### src/common/lpif_params.svh
////////////////////////////////////////////////////////////////////////////
// LPIF link widths and lane bit positions
// Shared by the package and the lane mapper
////////////////////////////////////////////////////////////////////////////

`ifndef LPIF_PARAMS_SVH
`define LPIF_PARAMS_SVH

// Full flit as seen by the user side
`define LPIF_FLIT_WIDTH 75

// One PHY lane word
`define LPIF_LANE_WIDTH 40

// Flit bits carried below the strobe bit
`define LPIF_LANE_PAYLOAD 38

// Sideband bits at the top of each lane word
`define LPIF_MARKER_BIT 39
`define LPIF_STROBE_BIT 38

// Bring-up delay counters
`define LPIF_DELAY_WIDTH 16

`endif

### src/common/lpif_pkg.sv
////////////////////////////////////////////////////////////////////////////
// LPIF link types
// Flit, lane word, user field, delay and bring-up state types
////////////////////////////////////////////////////////////////////////////

`include "lpif_params.svh"

package lpif_pkg;

  // Packed flit, top down
  // state 4, protid 2, data 64, dvalid 1, crc 2, crc_valid 1, valid 1
  typedef logic [`LPIF_FLIT_WIDTH-1:0] flit_t;

  // One word on a PHY lane
  // marker on top, then strobe, then payload
  typedef logic [`LPIF_LANE_WIDTH-1:0] lane_word_t;

  // User side fields
  typedef logic [3:0] link_state_t;
  typedef logic [1:0] protid_t;
  typedef logic [1:0] crc_t;

  // Cycle count for the bring-up waits
  typedef logic [`LPIF_DELAY_WIDTH-1:0] delay_t;

  // Debug word
  // bit 19 tx online, bit 18 rx online, 15:0 rx valid flit count
  typedef logic [31:0] debug_status_t;

  // Transmit bring-up
  typedef enum logic [1:0] {
    SYNC_IDLE,
    SYNC_MARK,
    SYNC_ONLINE
  } sync_state_t;

endpackage

### src/common/link_sync_if.sv
`timescale 1ns/1ps

////////////////////////////////////////////////////////////////////////////
// Link bring-up status from the sync block to the datapath blocks
////////////////////////////////////////////////////////////////////////////

interface link_sync_if;

  // Marker phase or online
  logic tx_active;

  // Transmit side declared online
  logic tx_online_delay;

  // Strobe value for the lane words
  logic strobe_bit;

  // Receive side declared online
  logic rx_online_delay;

  // Driven by the bring-up FSM
  modport sync (
    output tx_active,
    output tx_online_delay,
    output strobe_bit,
    output rx_online_delay
  );

  // Read by lane mapper and flit codec
  modport lane (
    input tx_active,
    input tx_online_delay,
    input strobe_bit,
    input rx_online_delay
  );

endinterface

### src/sync/link_sync.sv
`timescale 1ns/1ps

////////////////////////////////////////////////////////////////////////////
// Link bring-up
// Sends markers for a set time before transmit online, qualifies receive
////////////////////////////////////////////////////////////////////////////

module link_sync (
  input  logic             clk_wr,
  input  logic             reset,
  input  logic             tx_online,
  input  logic             rx_online,
  input  lpif_pkg::delay_t delay_x_value,
  input  lpif_pkg::delay_t delay_y_value,
  input  logic             tx_stb_userbit,
  input  logic             rx_marker,
  link_sync_if.sync        sync
);

  import lpif_pkg::*;

  sync_state_t state;
  sync_state_t state_next;
  delay_t      tx_count;
  delay_t      rx_count;
  logic        mark_done;
  logic        rx_qualified;
  logic        rx_online_delay_q;

  //////////////////////////////////////////////////////////////////////////
  // Transmit side

  // Last cycle of the marker phase
  // one extra bit so the compare never wraps
  assign mark_done = ({1'b0, tx_count} + 1'b1) >= {1'b0, delay_x_value};

  always_comb begin
    state_next = state;
    case (state)
      SYNC_IDLE: begin
        if (tx_online) begin
          state_next = SYNC_MARK;
        end
      end
      SYNC_MARK: begin
        if (!tx_online) begin
          state_next = SYNC_IDLE;
        end else if (mark_done) begin
          state_next = SYNC_ONLINE;
        end
      end
      SYNC_ONLINE: begin
        if (!tx_online) begin
          state_next = SYNC_IDLE;
        end
      end
      default: begin
        state_next = SYNC_IDLE;
      end
    endcase
  end

  always_ff @(posedge clk_wr) begin
    if (reset) begin
      state    <= SYNC_IDLE;
      tx_count <= '0;
    end else begin
      state <= state_next;
      // Count only while the marker phase continues
      if (state == SYNC_MARK && state_next == SYNC_MARK) begin
        tx_count <= tx_count + 1'b1;
      end else begin
        tx_count <= '0;
      end
    end
  end

  assign sync.tx_active       = (state != SYNC_IDLE);
  assign sync.tx_online_delay = (state == SYNC_ONLINE);
  // Forced strobe while marking, user strobe once online
  assign sync.strobe_bit      = (state == SYNC_MARK) ||
                                ((state == SYNC_ONLINE) && tx_stb_userbit);

  //////////////////////////////////////////////////////////////////////////
  // Receive side

  // Far end online and its marker seen on both lanes
  assign rx_qualified = rx_online && rx_marker;

  always_ff @(posedge clk_wr) begin
    if (reset) begin
      rx_count          <= '0;
      rx_online_delay_q <= 1'b0;
    end else if (!rx_qualified) begin
      // Lost qualification restarts the wait
      rx_count          <= '0;
      rx_online_delay_q <= 1'b0;
    end else if (rx_count >= delay_y_value) begin
      rx_online_delay_q <= 1'b1;
    end else begin
      rx_count <= rx_count + 1'b1;
    end
  end

  assign sync.rx_online_delay = rx_online_delay_q;

  //////////////////////////////////////////////////////////////////////////
  // Checks

  // Online only while tx_online was held on the cycle before
  assert property (@(posedge clk_wr) disable iff (reset)
    sync.tx_online_delay |-> sync.tx_active && $past(tx_online));

  // Receive online follows the far end going away
  assert property (@(posedge clk_wr) disable iff (reset)
    !rx_online |=> !sync.rx_online_delay);

endmodule

### src/lane/lane_mapper.sv
`timescale 1ns/1ps

////////////////////////////////////////////////////////////////////////////
// Lane mapper
// Splits a flit over two PHY lanes and joins received lanes back
////////////////////////////////////////////////////////////////////////////

`include "lpif_params.svh"

module lane_mapper (
  input  logic                 clk_wr,
  input  logic                 reset,
  link_sync_if.lane            sync,
  input  lpif_pkg::flit_t      tx_flit,
  output lpif_pkg::lane_word_t tx_phy0,
  output lpif_pkg::lane_word_t tx_phy1,
  input  lpif_pkg::lane_word_t rx_phy0,
  input  lpif_pkg::lane_word_t rx_phy1,
  output lpif_pkg::flit_t      rx_flit,
  output logic                 rx_marker
);

  import lpif_pkg::*;

  // Flit bits that go to lane 1
  localparam int HI_BITS = `LPIF_FLIT_WIDTH - `LPIF_LANE_PAYLOAD;

  logic [`LPIF_LANE_PAYLOAD-1:0] payload0;
  logic [`LPIF_LANE_PAYLOAD-1:0] payload1;
  lane_word_t                    rx_word0;
  lane_word_t                    rx_word1;

  // Sideband bits on top, payload only once online
  function automatic lane_word_t build_lane(
    input logic [`LPIF_LANE_PAYLOAD-1:0] payload,
    input logic                          marker,
    input logic                          strobe,
    input logic                          online
  );
    lane_word_t word;
    word = '0;
    word[`LPIF_MARKER_BIT] = marker;
    word[`LPIF_STROBE_BIT] = strobe;
    if (online) begin
      word[`LPIF_LANE_PAYLOAD-1:0] = payload;
    end
    return word;
  endfunction

  //////////////////////////////////////////////////////////////////////////
  // Transmit

  // Low flit bits on lane 0
  assign payload0 = tx_flit[`LPIF_LANE_PAYLOAD-1:0];
  // High flit bits on lane 1, top payload bit unused
  assign payload1 = {{(`LPIF_LANE_PAYLOAD-HI_BITS){1'b0}},
                     tx_flit[`LPIF_FLIT_WIDTH-1:`LPIF_LANE_PAYLOAD]};

  always_ff @(posedge clk_wr) begin
    if (reset) begin
      tx_phy0 <= '0;
      tx_phy1 <= '0;
    end else begin
      tx_phy0 <= build_lane(payload0, sync.tx_active, sync.strobe_bit,
                            sync.tx_online_delay);
      tx_phy1 <= build_lane(payload1, sync.tx_active, sync.strobe_bit,
                            sync.tx_online_delay);
    end
  end

  //////////////////////////////////////////////////////////////////////////
  // Receive

  // Capture both lanes on the same edge
  always_ff @(posedge clk_wr) begin
    if (reset) begin
      rx_word0 <= '0;
      rx_word1 <= '0;
    end else begin
      rx_word0 <= rx_phy0;
      rx_word1 <= rx_phy1;
    end
  end

  assign rx_flit = {rx_word1[HI_BITS-1:0], rx_word0[`LPIF_LANE_PAYLOAD-1:0]};

  // Marker counts only when seen on both lanes
  assign rx_marker = rx_word0[`LPIF_MARKER_BIT] & rx_word1[`LPIF_MARKER_BIT];

  // Lanes stay aligned once the receive side is up
  assert property (@(posedge clk_wr) disable iff (reset)
    sync.rx_online_delay |-> (rx_word0[`LPIF_MARKER_BIT] == rx_word1[`LPIF_MARKER_BIT]));

endmodule

### src/logic/flit_codec.sv
`timescale 1ns/1ps

////////////////////////////////////////////////////////////////////////////
// Flit codec
// Packs upstream fields, unpacks received flits, keeps debug status
////////////////////////////////////////////////////////////////////////////

module flit_codec (
  input  logic                    clk_wr,
  input  logic                    reset,
  link_sync_if.lane               sync,
  input  lpif_pkg::link_state_t   ustrm_state,
  input  lpif_pkg::protid_t       ustrm_protid,
  input  logic [63:0]             ustrm_data,
  input  logic                    ustrm_dvalid,
  input  lpif_pkg::crc_t          ustrm_crc,
  input  logic                    ustrm_crc_valid,
  input  logic                    ustrm_valid,
  output lpif_pkg::flit_t         tx_flit,
  input  lpif_pkg::flit_t         rx_flit,
  output lpif_pkg::link_state_t   dstrm_state,
  output lpif_pkg::protid_t       dstrm_protid,
  output logic [63:0]             dstrm_data,
  output logic                    dstrm_dvalid,
  output lpif_pkg::crc_t          dstrm_crc,
  output logic                    dstrm_crc_valid,
  output logic                    dstrm_valid,
  output lpif_pkg::debug_status_t debug_status
);

  import lpif_pkg::*;

  // Received flit split into user fields
  link_state_t rx_state;
  protid_t     rx_protid;
  logic [63:0] rx_data;
  logic        rx_dvalid;
  crc_t        rx_crc;
  logic        rx_crc_valid;
  logic        rx_valid;

  // Valid flits delivered downstream
  logic [15:0] valid_count;

  //////////////////////////////////////////////////////////////////////////
  // Upstream

  // Field order fixed by the flit layout, state on top
  always_ff @(posedge clk_wr) begin
    if (reset) begin
      tx_flit <= '0;
    end else begin
      tx_flit <= {ustrm_state, ustrm_protid, ustrm_data, ustrm_dvalid,
                  ustrm_crc, ustrm_crc_valid, ustrm_valid};
    end
  end

  //////////////////////////////////////////////////////////////////////////
  // Downstream

  assign {rx_state, rx_protid, rx_data, rx_dvalid,
          rx_crc, rx_crc_valid, rx_valid} = rx_flit;

  // Nothing passes until the receive side is online
  always_ff @(posedge clk_wr) begin
    if (reset || !sync.rx_online_delay) begin
      dstrm_state     <= '0;
      dstrm_protid    <= '0;
      dstrm_data      <= '0;
      dstrm_dvalid    <= 1'b0;
      dstrm_crc       <= '0;
      dstrm_crc_valid <= 1'b0;
      dstrm_valid     <= 1'b0;
    end else begin
      dstrm_state     <= rx_state;
      dstrm_protid    <= rx_protid;
      dstrm_data      <= rx_data;
      dstrm_dvalid    <= rx_dvalid;
      dstrm_crc       <= rx_crc;
      dstrm_crc_valid <= rx_crc_valid;
      dstrm_valid     <= rx_valid;
    end
  end

  //////////////////////////////////////////////////////////////////////////
  // Debug status

  // Wraps at 16 bits
  always_ff @(posedge clk_wr) begin
    if (reset) begin
      valid_count <= '0;
    end else if (dstrm_valid) begin
      valid_count <= valid_count + 1'b1;
    end
  end

  // Online bits at 19 and 18, count in the low half
  assign debug_status = {12'h000, sync.tx_online_delay, sync.rx_online_delay,
                         2'b00, valid_count};

  // A crc flag never shows without its flit
  assert property (@(posedge clk_wr) disable iff (reset)
    (!rx_crc_valid || rx_valid) |=> (!dstrm_crc_valid || dstrm_valid));

endmodule

### src/logic/lpif_link_top.sv
`timescale 1ns/1ps

////////////////////////////////////////////////////////////////////////////
// LPIF x2 slave link top
// Bring-up, flit codec and lane mapper on one write clock
////////////////////////////////////////////////////////////////////////////

module lpif_link_top (
  input  logic                    clk_wr,
  input  logic                    reset,
  // Link control
  input  logic                    tx_online,
  input  logic                    rx_online,
  // PHY lanes
  output lpif_pkg::lane_word_t    tx_phy0,
  output lpif_pkg::lane_word_t    tx_phy1,
  input  lpif_pkg::lane_word_t    rx_phy0,
  input  lpif_pkg::lane_word_t    rx_phy1,
  // Upstream user fields
  input  lpif_pkg::link_state_t   ustrm_state,
  input  lpif_pkg::protid_t       ustrm_protid,
  input  logic [63:0]             ustrm_data,
  input  logic                    ustrm_dvalid,
  input  lpif_pkg::crc_t          ustrm_crc,
  input  logic                    ustrm_crc_valid,
  input  logic                    ustrm_valid,
  // Downstream user fields
  output lpif_pkg::link_state_t   dstrm_state,
  output lpif_pkg::protid_t       dstrm_protid,
  output logic [63:0]             dstrm_data,
  output logic                    dstrm_dvalid,
  output lpif_pkg::crc_t          dstrm_crc,
  output logic                    dstrm_crc_valid,
  output logic                    dstrm_valid,
  output lpif_pkg::debug_status_t debug_status,
  // Configuration
  input  logic                    tx_stb_userbit,
  input  lpif_pkg::delay_t        delay_x_value,
  input  lpif_pkg::delay_t        delay_y_value
);

  import lpif_pkg::*;

  flit_t tx_flit;
  flit_t rx_flit;
  logic  rx_marker;

  // Bring-up status to both datapath blocks
  link_sync_if link_sync_bus ();

  link_sync link_sync_inst (
    .clk_wr         (clk_wr),
    .reset          (reset),
    .tx_online      (tx_online),
    .rx_online      (rx_online),
    .delay_x_value  (delay_x_value),
    .delay_y_value  (delay_y_value),
    .tx_stb_userbit (tx_stb_userbit),
    .rx_marker      (rx_marker),
    .sync           (link_sync_bus.sync)
  );

  lane_mapper lane_mapper_inst (
    .clk_wr    (clk_wr),
    .reset     (reset),
    .sync      (link_sync_bus.lane),
    .tx_flit   (tx_flit),
    .tx_phy0   (tx_phy0),
    .tx_phy1   (tx_phy1),
    .rx_phy0   (rx_phy0),
    .rx_phy1   (rx_phy1),
    .rx_flit   (rx_flit),
    .rx_marker (rx_marker)
  );

  flit_codec flit_codec_inst (
    .clk_wr          (clk_wr),
    .reset           (reset),
    .sync            (link_sync_bus.lane),
    .ustrm_state     (ustrm_state),
    .ustrm_protid    (ustrm_protid),
    .ustrm_data      (ustrm_data),
    .ustrm_dvalid    (ustrm_dvalid),
    .ustrm_crc       (ustrm_crc),
    .ustrm_crc_valid (ustrm_crc_valid),
    .ustrm_valid     (ustrm_valid),
    .tx_flit         (tx_flit),
    .rx_flit         (rx_flit),
    .dstrm_state     (dstrm_state),
    .dstrm_protid    (dstrm_protid),
    .dstrm_data      (dstrm_data),
    .dstrm_dvalid    (dstrm_dvalid),
    .dstrm_crc       (dstrm_crc),
    .dstrm_crc_valid (dstrm_crc_valid),
    .dstrm_valid     (dstrm_valid),
    .debug_status    (debug_status)
  );

endmodule

### config.mk
export PLATFORM = sky130hd
export DESIGN_NAME = lpif_link_top
export DESIGN_NICKNAME = d
export VERILOG_FILES = /design/src/common/lpif_pkg.sv /design/src/common/link_sync_if.sv /design/src/sync/link_sync.sv /design/src/lane/lane_mapper.sv /design/src/logic/flit_codec.sv /design/src/logic/lpif_link_top.sv
export VERILOG_INCLUDE_DIRS = /design/src /design/src/common
export SDC_FILE = /design/constraint.sdc
export NUM_CORES = 1
export LEC_CHECK = 0
export BUFFER_PORTS_ARGS = -buffer_cell sky130_fd_sc_hd__buf_2
export CAP_MARGIN = 10
export CORE_ASPECT_RATIO = 0.9
export CORE_MARGIN = 5
export CORE_UTILIZATION = 40
export CTS_CLUSTER_SIZE = 20
export DETAILED_ROUTE_END_ITERATION = 7
export PLACE_DENSITY = 0.74
export SLEW_MARGIN = 30
export SYNTH_ARGS = -nofsm -noshare
export SYNTH_HDL_FRONTEND = slang
export SYNTH_SLANG_ARGS = --single-unit
### constraint.sdc
create_clock -name clk_wr -period 2.86 [get_ports clk_wr]
set_clock_uncertainty 0.05 [all_clocks]
set_input_delay 0.715 -clock clk_wr [delete_from_list [all_inputs] [get_ports clk_wr]]
set_output_delay 0.715 -clock clk_wr [all_outputs]
set_load 0.02 [all_outputs]
# ---- Word-level counts from Yosys, hierarchy flattened
# Index checks and enable logic that the tools add are counted.
dict set report totals {
  input_bits 192
  reg_bits 361
  elab_cells 48
  out_inout_bits 187
}
dict set report classes {
  n_bitwise 4
  n_reduce_logical 11
  n_addsub 4
  n_eq_ne 3
  n_mux 5
  magnitude_cmp 2
}
# cell count
set ops {}
lappend ops {{adder 16 x 1 -> 16 bit (second input constant)} 3}
lappend ops {{adder 16 x 1 -> 17 bit (second input constant)} 1}
lappend ops {{greater-or-equal comparator 17 x 16 -> 1 bit} 1}
lappend ops {{greater-or-equal comparator 16 bit} 1}
lappend ops {{2-to-1 mux 2 bit} 4}
lappend ops {{one-hot mux 2 bit (3 select lines)} 1}
lappend ops {{OR reduction 2 bit} 3}
lappend ops {{== test 2 x 1 -> 1 bit (second input constant)} 2}
lappend ops {{logical AND 1 bit} 3}
lappend ops {{inverter 1 bit} 3}
lappend ops {{== test 2 bit (second input constant)} 1}
lappend ops {{zero test 2 bit} 1}
lappend ops {{logical OR 1 bit} 2}
lappend ops {{nonzero test 2 bit} 1}
lappend ops {{bitwise AND 1 bit} 1}
lappend ops {{zero test 1 bit} 1}

# ---- Depth between registers and ports, before layout
# Gate-level depths: netlist (run 1).
dict set report depth {
  depth_word 9
  mapped_depth 13
}

# ---- Cells and area by module
# Synthesis (run 1) repeated with hierarchy kept, for this count alone.
dict set report unflattened {
  hier_cells 1118
  hier_area_um2 12310.6
}
# mod seq_area_each_um2 cells_each n_inst area_each_um2
set by_module_without_submodules {}
lappend by_module_without_submodules {lane_mapper 3083.0 413 1 5006.1}
lappend by_module_without_submodules {flit_codec 3323.2 418 1 4877.2}
lappend by_module_without_submodules {link_sync 700.7 287 1 2427.3}

# ---- Least setup slack after synthesis (run 1)
# Ideal clock, no wire load.
dict set report synth_path {
  kind {in2reg}
  start {input port delay_y_value[15]}
  end {register link_sync_inst.rx_count[13]}
  setup_time_ns 0.118
  path_stages 8
  path_buffers 0
  arrival_time_ns 2.554
  slack_ns 0.138
  path_cell_list {inv_1 > ha_1 > and4_4 > nor3b_1 > a2111o_1 > a21o_1 > or4_1 > mux2i_1}
}
dict set report synth_between {
  elab_chain_len 1
}
# element line_no
set synth_lines {}
lappend synth_lines {{start, declared} lpif_link_top.sv:39} ;# input lpif_pkg::delay_t delay_y_value
lappend synth_lines {{greater-or-equal comparator 16 bit} link_sync.sv:98} ;# end else if (rx_count >= delay_y_value) begin
lappend synth_lines {{end signal, assigned} link_sync.sv:101} ;# rx_count <= rx_count + 1'b1;
lappend synth_lines {{end, declared} link_sync.sv:25} ;# delay_t rx_count;
# No other way between the ends.
# A chain may end at the register's enable or synchronous reset.

# ---- Worst setup path after layout (run 1)
dict set report layout_path {
  start {register link_sync_inst.tx_count[2]}
  end {register link_sync_inst.tx_count[9]}
}
dict set report layout_between {
  elab_chain_len 9
}
# element line_no
set layout_lines {}
lappend layout_lines {{start, declared} link_sync.sv:24} ;# delay_t tx_count;
lappend layout_lines {{start signal, assigned} link_sync.sv:71} ;# tx_count <= tx_count + 1'b1;
lappend layout_lines {{adder 16 x 1 -> 17 bit} link_sync.sv:35} ;# assign mark_done = ({1'b0, tx_count} + 1'b1) >= {1'b0, delay_x_value};
lappend layout_lines {{greater-or-equal comparator 17 x 16 -> 1 bit} link_sync.sv:35}
lappend layout_lines {{2-to-1 mux 2 bit} link_sync.sv:48} ;# end else if (mark_done) begin
lappend layout_lines {{2-to-1 mux 2 bit} link_sync.sv:46} ;# if (!tx_online) begin
lappend layout_lines {{one-hot mux 2 bit (3 select lines)} link_sync.sv:39} ;# case (state)
lappend layout_lines {{== test 2 x 1 -> 1 bit} link_sync.sv:70} ;# if (state == SYNC_MARK && state_next == SYNC_MARK) begin
lappend layout_lines {{logical AND 1 bit} link_sync.sv:70}
lappend layout_lines {{inverter 1 bit (no line)} -}
lappend layout_lines {{OR reduction 2 bit (no line)} -}
# Parallel ways exist; a longest one is shown, timed or not.

==> flow_summary.toml, run 1 <==
[sta]
setup_viol = 0
period_minus_slack_ns = 2.76
final.period_utilization_pct = 96.6
fmax_mhz = 362
final_max_slew_viol_count = 0
whs_ns = 0.362
maxSlewHeadroom_pct = 59.6
worstMarginPinSlew_ns = 0.606
fin_setup_tns_ns = 0
hold_viol_final = 0

[yosys]
synth.yosys.seq_area_share_pct = 62.9
synth_top_cell_by_area = "dfxtp_1"
syn_inst = 1031
synth_edf_count = 0
syn_area_per_cell_um2 = 11.0
yosysUniqueCellTypes = 43
synth_seq_cells = 355
yosys_warnings = 0
synth_area_leaders = "dfxtp_1 63%, nor2b_1 9.4%, and2_1 8.3%, ha_1 3.9%, xor2_1 1.4%"
synth_top_area_share_pct = 62.9
synth.cell_area_um2 = 11300
async_flop_share_pct = 0
ys.flop_type = "dfxtp_1"

[min_path]
hold_start = "ustrm_state[1]"
min_path_cells = 2
hold_path_class = "input port to register"
hold_end = "flit_codec_inst.tx_flit[72]"

[worst_setup_path]
cp-end-kind = "register"
required_ns = 3.25
worstPathCellList = "and3_4 -> and3_4 -> nand3_4 -> nor2_2 -> xor2_1 -> ha_1 -> nand4_1 -> o21ai_1 -> a31oi_1 -> o21ba_4 -> nand4_1 -> buf_6 -> nor2b_1"
cp.arrival_ns = 3.15
slowest_delay_ns = 0.35
r2r-end = "link_sync_inst.tx_count[9]"
ff2ff_path_depth = 13
cp-start-kind = "register"
r2r_start = "link_sync_inst.tx_count[2]"
r2r_slack_ns = 0.1
crit_fanout = 8
critical_path.slowest_cell = "dfxtp_2"
critPathKind = "register to register"

[placement]
portBuffers = 360
gp_congestion = 0.802
dp_hpwl_mm = 18.7
place_inst = 1719
placed_area_um2 = 13400

[cells_and_area]
design_area_um2 = 14800
areaGrowthSynthToFinish_pct = 30.7
fin_nets = 1633
drive_above_1_share_pct = 32.3
fillCellCount = 2472
stdcell_count = 1795

[grt]
grt_max_degree = 99
grt.total_usage_pct = 15.6
grt_pass1_wl_mm = 40.7
globalRoute.totalOverflow = 0
antenna_found_initial = 6
first_global_vias = 7922

[pwr]
seqPwrFrac_pct = 51.6
p_clk_share_pct = 45.2
power.share.switching_pct = 20.7
switching_power_w = 0.00204
power_density_nw_per_um2 = 668
vdd_ir_drop_max_v = 0.000677
p_leak_nw = 7.05
p_int_w = 0.00781
power_frac_comb_pct = 3.3
total_power_w = 0.00986

[clock_network]
numCtsBuffers = 36
cts_hold_buf = 0
clk_latency_ns = 0.51
path_clk_slew_ns = 0.06
cts_tree = "done"
clockBufferDepth = 3
h-tree-depth = 2
clock_sinks = 355
cts_root_buf = "clkbuf_16"

[die]
coreArea_um2 = 27900
die_w_um = 187
die_area_um2 = 31700
num_rows = 58
initial_core_util_pct = 40.5
die_h_um = 169
ios = 379

[run_status]
status = "completed"

[drt]
routedWlPerCell_um = 14.6
drt_iter0_drc = 213
drc_errors = 0
routed_wl_mm = 26.2
viasPerCell = 4.41
via_count = 7911
drt_first_pass_iters = 5
ant_nets = 0

[run]
drv_cap = 0
critical path: cells and delay by family (launching register included):
family                     cells  cell delay [ns]
adders and majority gates      1             0.29
and+or+nand+nor                7             1.11
xor gates and xnor gates       1             0.24
AOI/OAI and AO/OA              3             0.45
buffers and inverters          1             0.21
DFF                            1             0.35
layout by cell type (no fill, tap or decap), types with 4 or more instances in the layout:
master	synthesis	final
buf_2	0	359
dfxtp_1	355	350
nor2b_1	170	169
and2_1	150	150
inv_1	40	40
clkbuf_16	0	37
ha_1	35	34
nor2_1	31	28
nand2_1	27	27
a21oi_1	26	24
buf_4	19	19
xor2_1	18	16
conb_1	1	15
o21ai_0	16	14
nand3_1	15	14
nand4_1	11	11
or3_1	11	11
and3_1	14	10
xnor2_1	9	9
clkbuf_1	39	9
clkbuf_8	0	7
clkinv_2	0	5
dfxtp_2	0	5
a21o_1	4	4
or4_1	4	4
and3_4	0	4
clkinvlp_4	0	4
final cells by class:
| cell class | instances | area [um^2] | share of cell area [%] |
|---|---|---|---|
| antenna | 2 | 5.00 | 0.0339 |
| clock inverter | 12 | 81.3 | 0.551 |
| inverter | 40 | 150 | 1.02 |
| clock buffer | 53 | 1060 | 7.15 |
| timing repair buffer | 382 | 1990 | 13.5 |
| tap | 360 | 450 | 3.05 |
| multi-input combinational | 591 | 3920 | 26.5 |
| sequential | 355 | 7110 | 48.2 |
synth_stat cells, types with 2 or more instances:
cell,count
a2111o_1,2
a211oi_1,2
a21o_1,4
a21oi_1,26
a31oi_1,3
and2_1,150
and3_1,14
buf_4,19
clkbuf_1,39
dfxtp_1,355
ha_1,35
inv_1,40
mux2i_1,2
nand2_1,27
nand2b_1,3
nand3_1,15
nand4_1,11
nor2_1,31
nor2b_1,170
nor3_1,3
nor3b_1,2
o21a_1,2
o21ai_0,16
o31ai_1,3
or3_1,11
or4_1,4
xnor2_1,9
xor2_1,18
worst max-delay path by stage:
| stage | start | end | slack (ns) | cells past startpoint |
|---|---|---|---|---|
| floorplan | delay_y_value[15] | link_sync_inst.rx_count[13] | 0.14 | 8 |
| global placement | delay_y_value[11] | link_sync_inst.rx_count[13] | -0.10 | 9 |
| detailed placement | delay_y_value[13] | link_sync_inst.rx_count[13] | -0.15 | 9 |
| CTS | link_sync_inst.tx_count[2] | link_sync_inst.tx_count[3] | 0.07 | 13 |
| global route | link_sync_inst.tx_count[2] | link_sync_inst.tx_count[11] | -0.06 | 13 |
| finish | link_sync_inst.tx_count[2] | link_sync_inst.tx_count[9] | 0.1 | 13 |
cell families after synthesis:
kind of cell / synth area share, %
DFF: 62.9
AOI/OAI and AO/OA: 3.53
adders and majority gates: 3.88
other: 0.0332
and+or+nand+nor: 23.4
buffers and inverters: 3.92
muxes: 0.177
xor gates and xnor gates: 2.09
power by group through the flow:
| stage | Sequential (W) | Combinational (W) | Clock (W) |
|---|---|---|---|
| 3_3_place_gp | 0.00519 | 0.000311 | 0 |
| 5_1_grt | 0.00509 | 0.000364 | 0.00483 |
| 6_report | 0.00508 | 0.000321 | 0.00445 |
| 4_1_cts | 0.00508 | 0.000321 | 0.00459 |
| 3_5_place_dp | 0.00519 | 0.000318 | 0 |
| 2_1_floorplan | 0.00518 | 0.000177 | 0 |
metrics by stage:
stage	util [%]	setup WS, ns
after floorplan	-	0.138
after global placement	48.2	-0.100
after detailed placement	48.2	-0.147
after CTS	52.3	0.0721
after global routing	53.0	-0.0605
final	53.0	0.0986
what timing repair did:
item                                   4_1_cts  5_1_grt
buffers inserted                             0        8
gates resized for setup                      0       30
endpoints found under the hold margin        0        0
setup endpoints to repair                    0       17
state kept, by name, summed over array words and instances, names as in the netlist:
signal                               flops
lane_mapper_inst.tx_phy1                39
flit_codec_inst.valid_count             16
link_sync_inst.state                     2
flit_codec_inst.dstrm_dvalid             1
flit_codec_inst.dstrm_state              4
flit_codec_inst.dstrm_valid              1
link_sync_inst.tx_count                 16
lane_mapper_inst.tx_phy0                38
lane_mapper_inst.rx_word0               39
lane_mapper_inst.rx_word1               38
link_sync_inst.rx_count                 16
flit_codec_inst.dstrm_protid             2
flit_codec_inst.dstrm_crc                2
flit_codec_inst.tx_flit                 75
flit_codec_inst.dstrm_data              64
flit_codec_inst.dstrm_crc_valid          1
link_sync_inst.sync.rx_online_delay      1
metal layers:
layer	GRT usage, %	up-vias	wire, um
li1	-	3984	-
met1	18.0	3569	10300
met2	26.7	280	12700
met3	5.70	70	2150
met4	6.08	8	980
met5	0	-	59
Power figures use the tool's default switching activity.
==> run 2, diff against run 1 <==
Settings changed: CORE_MARGIN 5 to 2.
==> flow_summary.toml, run 2 (same netlist as run 1, synthesis figures left out) <==
[clock_network]
path_clk_slew_ns = 0.06
numCtsBuffers = 37
clock_sinks = 355
cts_root_buf = "clkbuf_16"
h-tree-depth = 2
clockBufferDepth = 3
cts_tree = "done"
clk_latency_ns = 0.52

[placement]
placed_area_um2 = 13400
portBuffers = 360
dp_hpwl_mm = 17.6
gp_congestion = 0.772

[worst_setup_path]
r2r-end = "link_sync_inst.tx_count[6]"
required_ns = 3.24
r2r_slack_ns = 0.12
cp-start-kind = "register"
cp-end-kind = "register"
cp.arrival_ns = 3.12
crit_fanout = 8
critPathKind = "register to register"
r2r_start = "link_sync_inst.tx_count[2]"
ff2ff_path_depth = 13

[drt]
viasPerCell = 4.47
drt_iter0_drc = 243
via_count = 8030
routed_wl_mm = 25.4
ant_nets = 0
routedWlPerCell_um = 14.2
drc_errors = 0
drt_first_pass_iters = 5

[cells_and_area]
fin_nets = 1632
largestRegisters = "flit_codec_inst.tx_flit (75), flit_codec_inst.dstrm_data (64)"
final_common_cell = "buf_2"
regMostFlops = "flit_codec_inst.tx_flit"
drive_above_1_share_pct = 32.6
fin_util_pct = 53.6
largest_reg_flops = 75
design_area_um2 = 14900
layout_common_cells = "359 x buf_2, 348 x dfxtp_1, 167 x nor2b_1, 150 x and2_1, 40 x inv_1"
areaGrowthSynthToFinish_pct = 32.1

[die]
num_rows = 58
die_area_um2 = 29600
ios = 379
die_h_um = 163
initial_core_util_pct = 40.5
coreArea_um2 = 27900
die_w_um = 181

[run_status]
status = "completed"

[pwr]
vdd_ir_drop_max_v = 0.000551
p_leak_nw = 7.13
power_density_nw_per_um2 = 699

[sta]
final_max_slew_viol_count = 0
worstMarginPinSlew_ns = 0.616
setup_viol = 0
period_minus_slack_ns = 2.74
maxSlewHeadroom_pct = 58.9
fin_setup_tns_ns = 0
whs_ns = 0.350
fmax_mhz = 365
final.period_utilization_pct = 95.7
hold_viol_final = 0

[grt]
grt.total_usage_pct = 16.4
globalRoute.totalOverflow = 0
grt_pass1_wl_mm = 39.2
grt_max_degree = 79
antenna_found_initial = 9
first_global_vias = 7792

[min_path]
hold_end = "lane_mapper_inst.rx_word1[21]"
hold_path_class = "input port to register"
hold_start = "rx_phy1[21]"
min_path_cells = 2

[run]
drv_cap = 0
run 2: cell types whose count changed in the layout (fill, tap and decap cells not counted), moves of 3 or more:
cell / previous run / this run
bufinv_16: 0 / 5
clkbuf_1: 9 / 5
clkinv_2: 5 / 1
buf_4: 19 / 16
clkbuf_8: 7 / 10
clkinvlp_4: 4 / 1
diode_2: 2 / 5
run 2: report_power, final:
group	switching (W)	total, W	internal, W
clock network	0.00192	0.00503	0.00311
logic	0.000146	0.000318	0.000172
registers	0.0000237	0.00508	0.00506
total	0.00209	0.0104	0.00834
run 2: how the worst max path moves through the flow:
stage | startpoint | end | depth (start not counted)
final | link_sync_inst.tx_count[2] | link_sync_inst.tx_count[6] | 13
after global routing | link_sync_inst.tx_count[9] | link_sync_inst.tx_count[6] | 11
after CTS | link_sync_inst.tx_count[2] | link_sync_inst.tx_count[4] | 11
after detailed placement | delay_y_value[11] | link_sync_inst.rx_count[13] | 9
after global placement | delay_y_value[11] | link_sync_inst.rx_count[13] | 9
after floorplan | delay_y_value[15] | link_sync_inst.rx_count[13] | 8
run 2: what timing repair did:
| item | 4_1_cts | 5_1_grt |
|---|---|---|
| buffers inserted | 0 | 7 |
| endpoints found under the setup margin | 0 | 17 |
| gates resized for setup | 0 | 31 |
| hold buffers | 0 | 0 |
run 2: worst max-delay path: stages (launching register included):
cell	delay [ns]
dfxtp_2	0.34
and3_4	0.19
and3_4	0.22
nand3_4	0.11
nor2_2	0.12
xor2_1	0.25
ha_1	0.29
nand4_1	0.12
o21ai_1	0.07
a31oi_1	0.20
o21ba_4	0.19
nand4_1	0.18
buf_6	0.20
nor2b_1	0.13
run 2: area by class of cell:
class,count,area (um^2)
clock buffers,52,1080
flip-flops and latches,355,7120
well taps,360,450
clock inverters,12,221
fillers,2431,12900
inverters,40,150
repair buffers,380,1990
diodes,5,12.5
multi-input cells,591,3900
run 2: layer usage:
metal / track usage [%] / part of all wire (%)
met1: 19.0 / 40
met2: 28.8 / 49
met3: 5.06 / 7.6
met4: 5.95 / 2.7
met5: 0 / 0.17
run 2: per-stage QoR:
stage / std cells / setup slack, ns / total power, W
after floorplan: 1045 / 0.138 / 0.00536
after global placement: 1718 / -0.123 / 0.00550
after detailed placement: 1718 / -0.161 / 0.00551
after CTS: 1782 / 0.00871 / 0.0106
after global routing: 1791 / -0.0365 / 0.0108
final: 1795 / 0.124 / 0.0104
==> run 3, diff against run 2 <==
Settings changed: CORE_ASPECT_RATIO 0.9 to 1.75.
==> flow_summary.toml, run 3 (same netlist as run 1, synthesis figures left out) <==
[drt]
drc_errors = 0
ant_nets = 0
viasPerCell = 4.42
routed_wl_mm = 24.8
routedWlPerCell_um = 13.8
drt_first_pass_iters = 4
drt_iter0_drc = 185
via_count = 7919

[pwr]
p_int_w = 0.00783
switching_power_w = 0.00194
power.share.switching_pct = 19.8
seqPwrFrac_pct = 52.0
power_density_nw_per_um2 = 667
p_leak_nw = 7.00
p_clk_share_pct = 44.8
power_frac_comb_pct = 3.2
vdd_ir_drop_max_v = 0.000468

[run_status]
status = "completed"

[clock_network]
cts_root_buf = "clkbuf_16"
cts_tree = "done"
clockBufferDepth = 3
h-tree-depth = 1
clock_sinks = 355
clk_latency_ns = 0.57
path_clk_slew_ns = 0.07
post_cts_buffers = 0
numCtsBuffers = 30
cts_resized = 0
cts_hold_buf = 0

[cells_and_area]
stdcell_count = 1792
layout_common_cells = "359 x buf_2, 351 x dfxtp_1, 169 x nor2b_1, 150 x and2_1, 40 x inv_1"
largestRegisters = "flit_codec_inst.tx_flit (75), flit_codec_inst.dstrm_data (64)"
largest_reg_flops = 75
final_common_cell = "buf_2"
fin_nets = 1618
drive_above_1_share_pct = 31.4
fin_util_pct = 52.5
areaGrowthSynthToFinish_pct = 29.6
regMostFlops = "flit_codec_inst.tx_flit"

[sta]
final_max_slew_viol_count = 0
setup_viol = 0
fmax_mhz = 369
maxSlewHeadroom_pct = 60.0
hold_viol_final = 0
period_minus_slack_ns = 2.71
rsz0062_at_grt = "yes"
worstMarginPinSlew_ns = 0.600
final.period_utilization_pct = 94.7

[worst_setup_path]
cp.arrival_ns = 3.15
cpMostUsedCell = "nand4_1"
crit_fanout = 16
worstPathCellList = "and3_4 -> nand4_1 -> nor3_2 -> xor2_1 -> ha_1 -> a21o_1 -> a21oi_2 -> o41ai_1 -> o21ba_2 -> nand4_1 -> buf_6 -> nor2b_1"
cp-start-kind = "register"
cp-end-kind = "register"
critPathKind = "register to register"
slowest_delay_ns = 0.35
critical_path.slowest_cell = "dfxtp_2"
required_ns = 3.31

[placement]
dp_hpwl_mm = 18.5
portBuffers = 360
gp_congestion = 0.798
place_inst = 1732

[die]
ios = 379
num_rows = 81
initial_core_util_pct = 40.5
coreArea_um2 = 27900
die_area_um2 = 29600
die_w_um = 131
die_h_um = 226

[grt]
globalRoute.totalOverflow = 0
grt_pass1_wl_mm = 37.4
grt.total_usage_pct = 16.1
antenna_found_initial = 13
first_global_vias = 7798
grt_max_degree = 97

[min_path]
hold_path_class = "input port to register"

[run]
drv_cap = 0
[run 3: cell count changes in the layout (fill, tap and decap cells not counted), moves of 2 or more]
cell / before / now
clkbuf_16: 37 / 30
clkinv_2: 1 / 7
buf_4: 16 / 11
dfxtp_1: 348 / 351
dfxtp_2: 7 / 4
inv_6: 3 / 0
and3_4: 3 / 1
clkbuf_8: 10 / 8
clkinv_8: 2 / 0
nor2b_1: 167 / 169
nor2b_2: 2 / 0
o21ai_0: 14 / 16
o21ai_1: 3 / 1
[run 3: stage by stage]
step	cell area [um^2]	hold slack [ns]	worst slack [ns]	TNS, ns	power (W)
4_1_cts	14600	0.275	0.0454	0	0.00990
3_3_place_gp	13500	0.357	-0.0800	-0.264	0.00549
3_5_place_dp	13500	0.360	-0.101	-0.460	0.00551
5_1_grt	14600	0.289	-0.0433	-0.323	0.0101
2_1_floorplan	11300	0.356	0.138	0	0.00536
6_report	14600	0.300	0.151	0	0.00976
[run 3: area by class of cell]
cell class                 instances  area [um^2]
antenna                            4         10.0
clock buffer                      42          876
clock inverter                    14          223
fill                            2463        13200
inverter                          40          150
multi-input combinational        591         3870
sequential                       355         7110
tap                              373          467
timing repair buffer             373         1920
[run 3: final timing paths]
| check | from | to | slack (ns) | depth (start not counted) |
|---|---|---|---|---|
| setup / recovery | link_sync_inst.tx_count[6] | link_sync_inst.tx_count[4] | 0.15 | 12 |
| hold reg to reg | flit_codec_inst.tx_flit[4] | lane_mapper_inst.tx_phy0[4] | 0.36 | 1 |
| hold / removal | rx_phy1[25] | lane_mapper_inst.rx_word1[25] | 0.30 | 2 |
| setup reg to reg | link_sync_inst.tx_count[6] | link_sync_inst.tx_count[4] | 0.15 | 12 |
[run 3: power groups by stage]
stage / Combinational (W) / Clock [W] / Sequential [W]
after floorplan: 0.000177 / 0 / 0.00518
after global placement: 0.000307 / 0 / 0.00519
after detailed placement: 0.000318 / 0 / 0.00519
after CTS: 0.000320 / 0.00450 / 0.00508
after global routing: 0.000354 / 0.00469 / 0.00509
final: 0.000314 / 0.00437 / 0.00508
[run 3: layer usage]
metal  track usage (%)  vias up  wire [um]
met5                 0        -        115
met4              7.34       20        967
met3              5.07       75       2070
met2              30.2      268      13200
met1              15.6     3601       8490
li1                  -     3955          -
[run 3: worst max-delay path: cells and delay by family, from the launching register on]
family | cells | cell delay, ns
compound gates | 4 | 0.70
xor+xnor | 1 | 0.21
fa+ha+maj | 1 | 0.27
buf+inv | 1 | 0.18
flops | 1 | 0.35
simple gates | 5 | 0.86
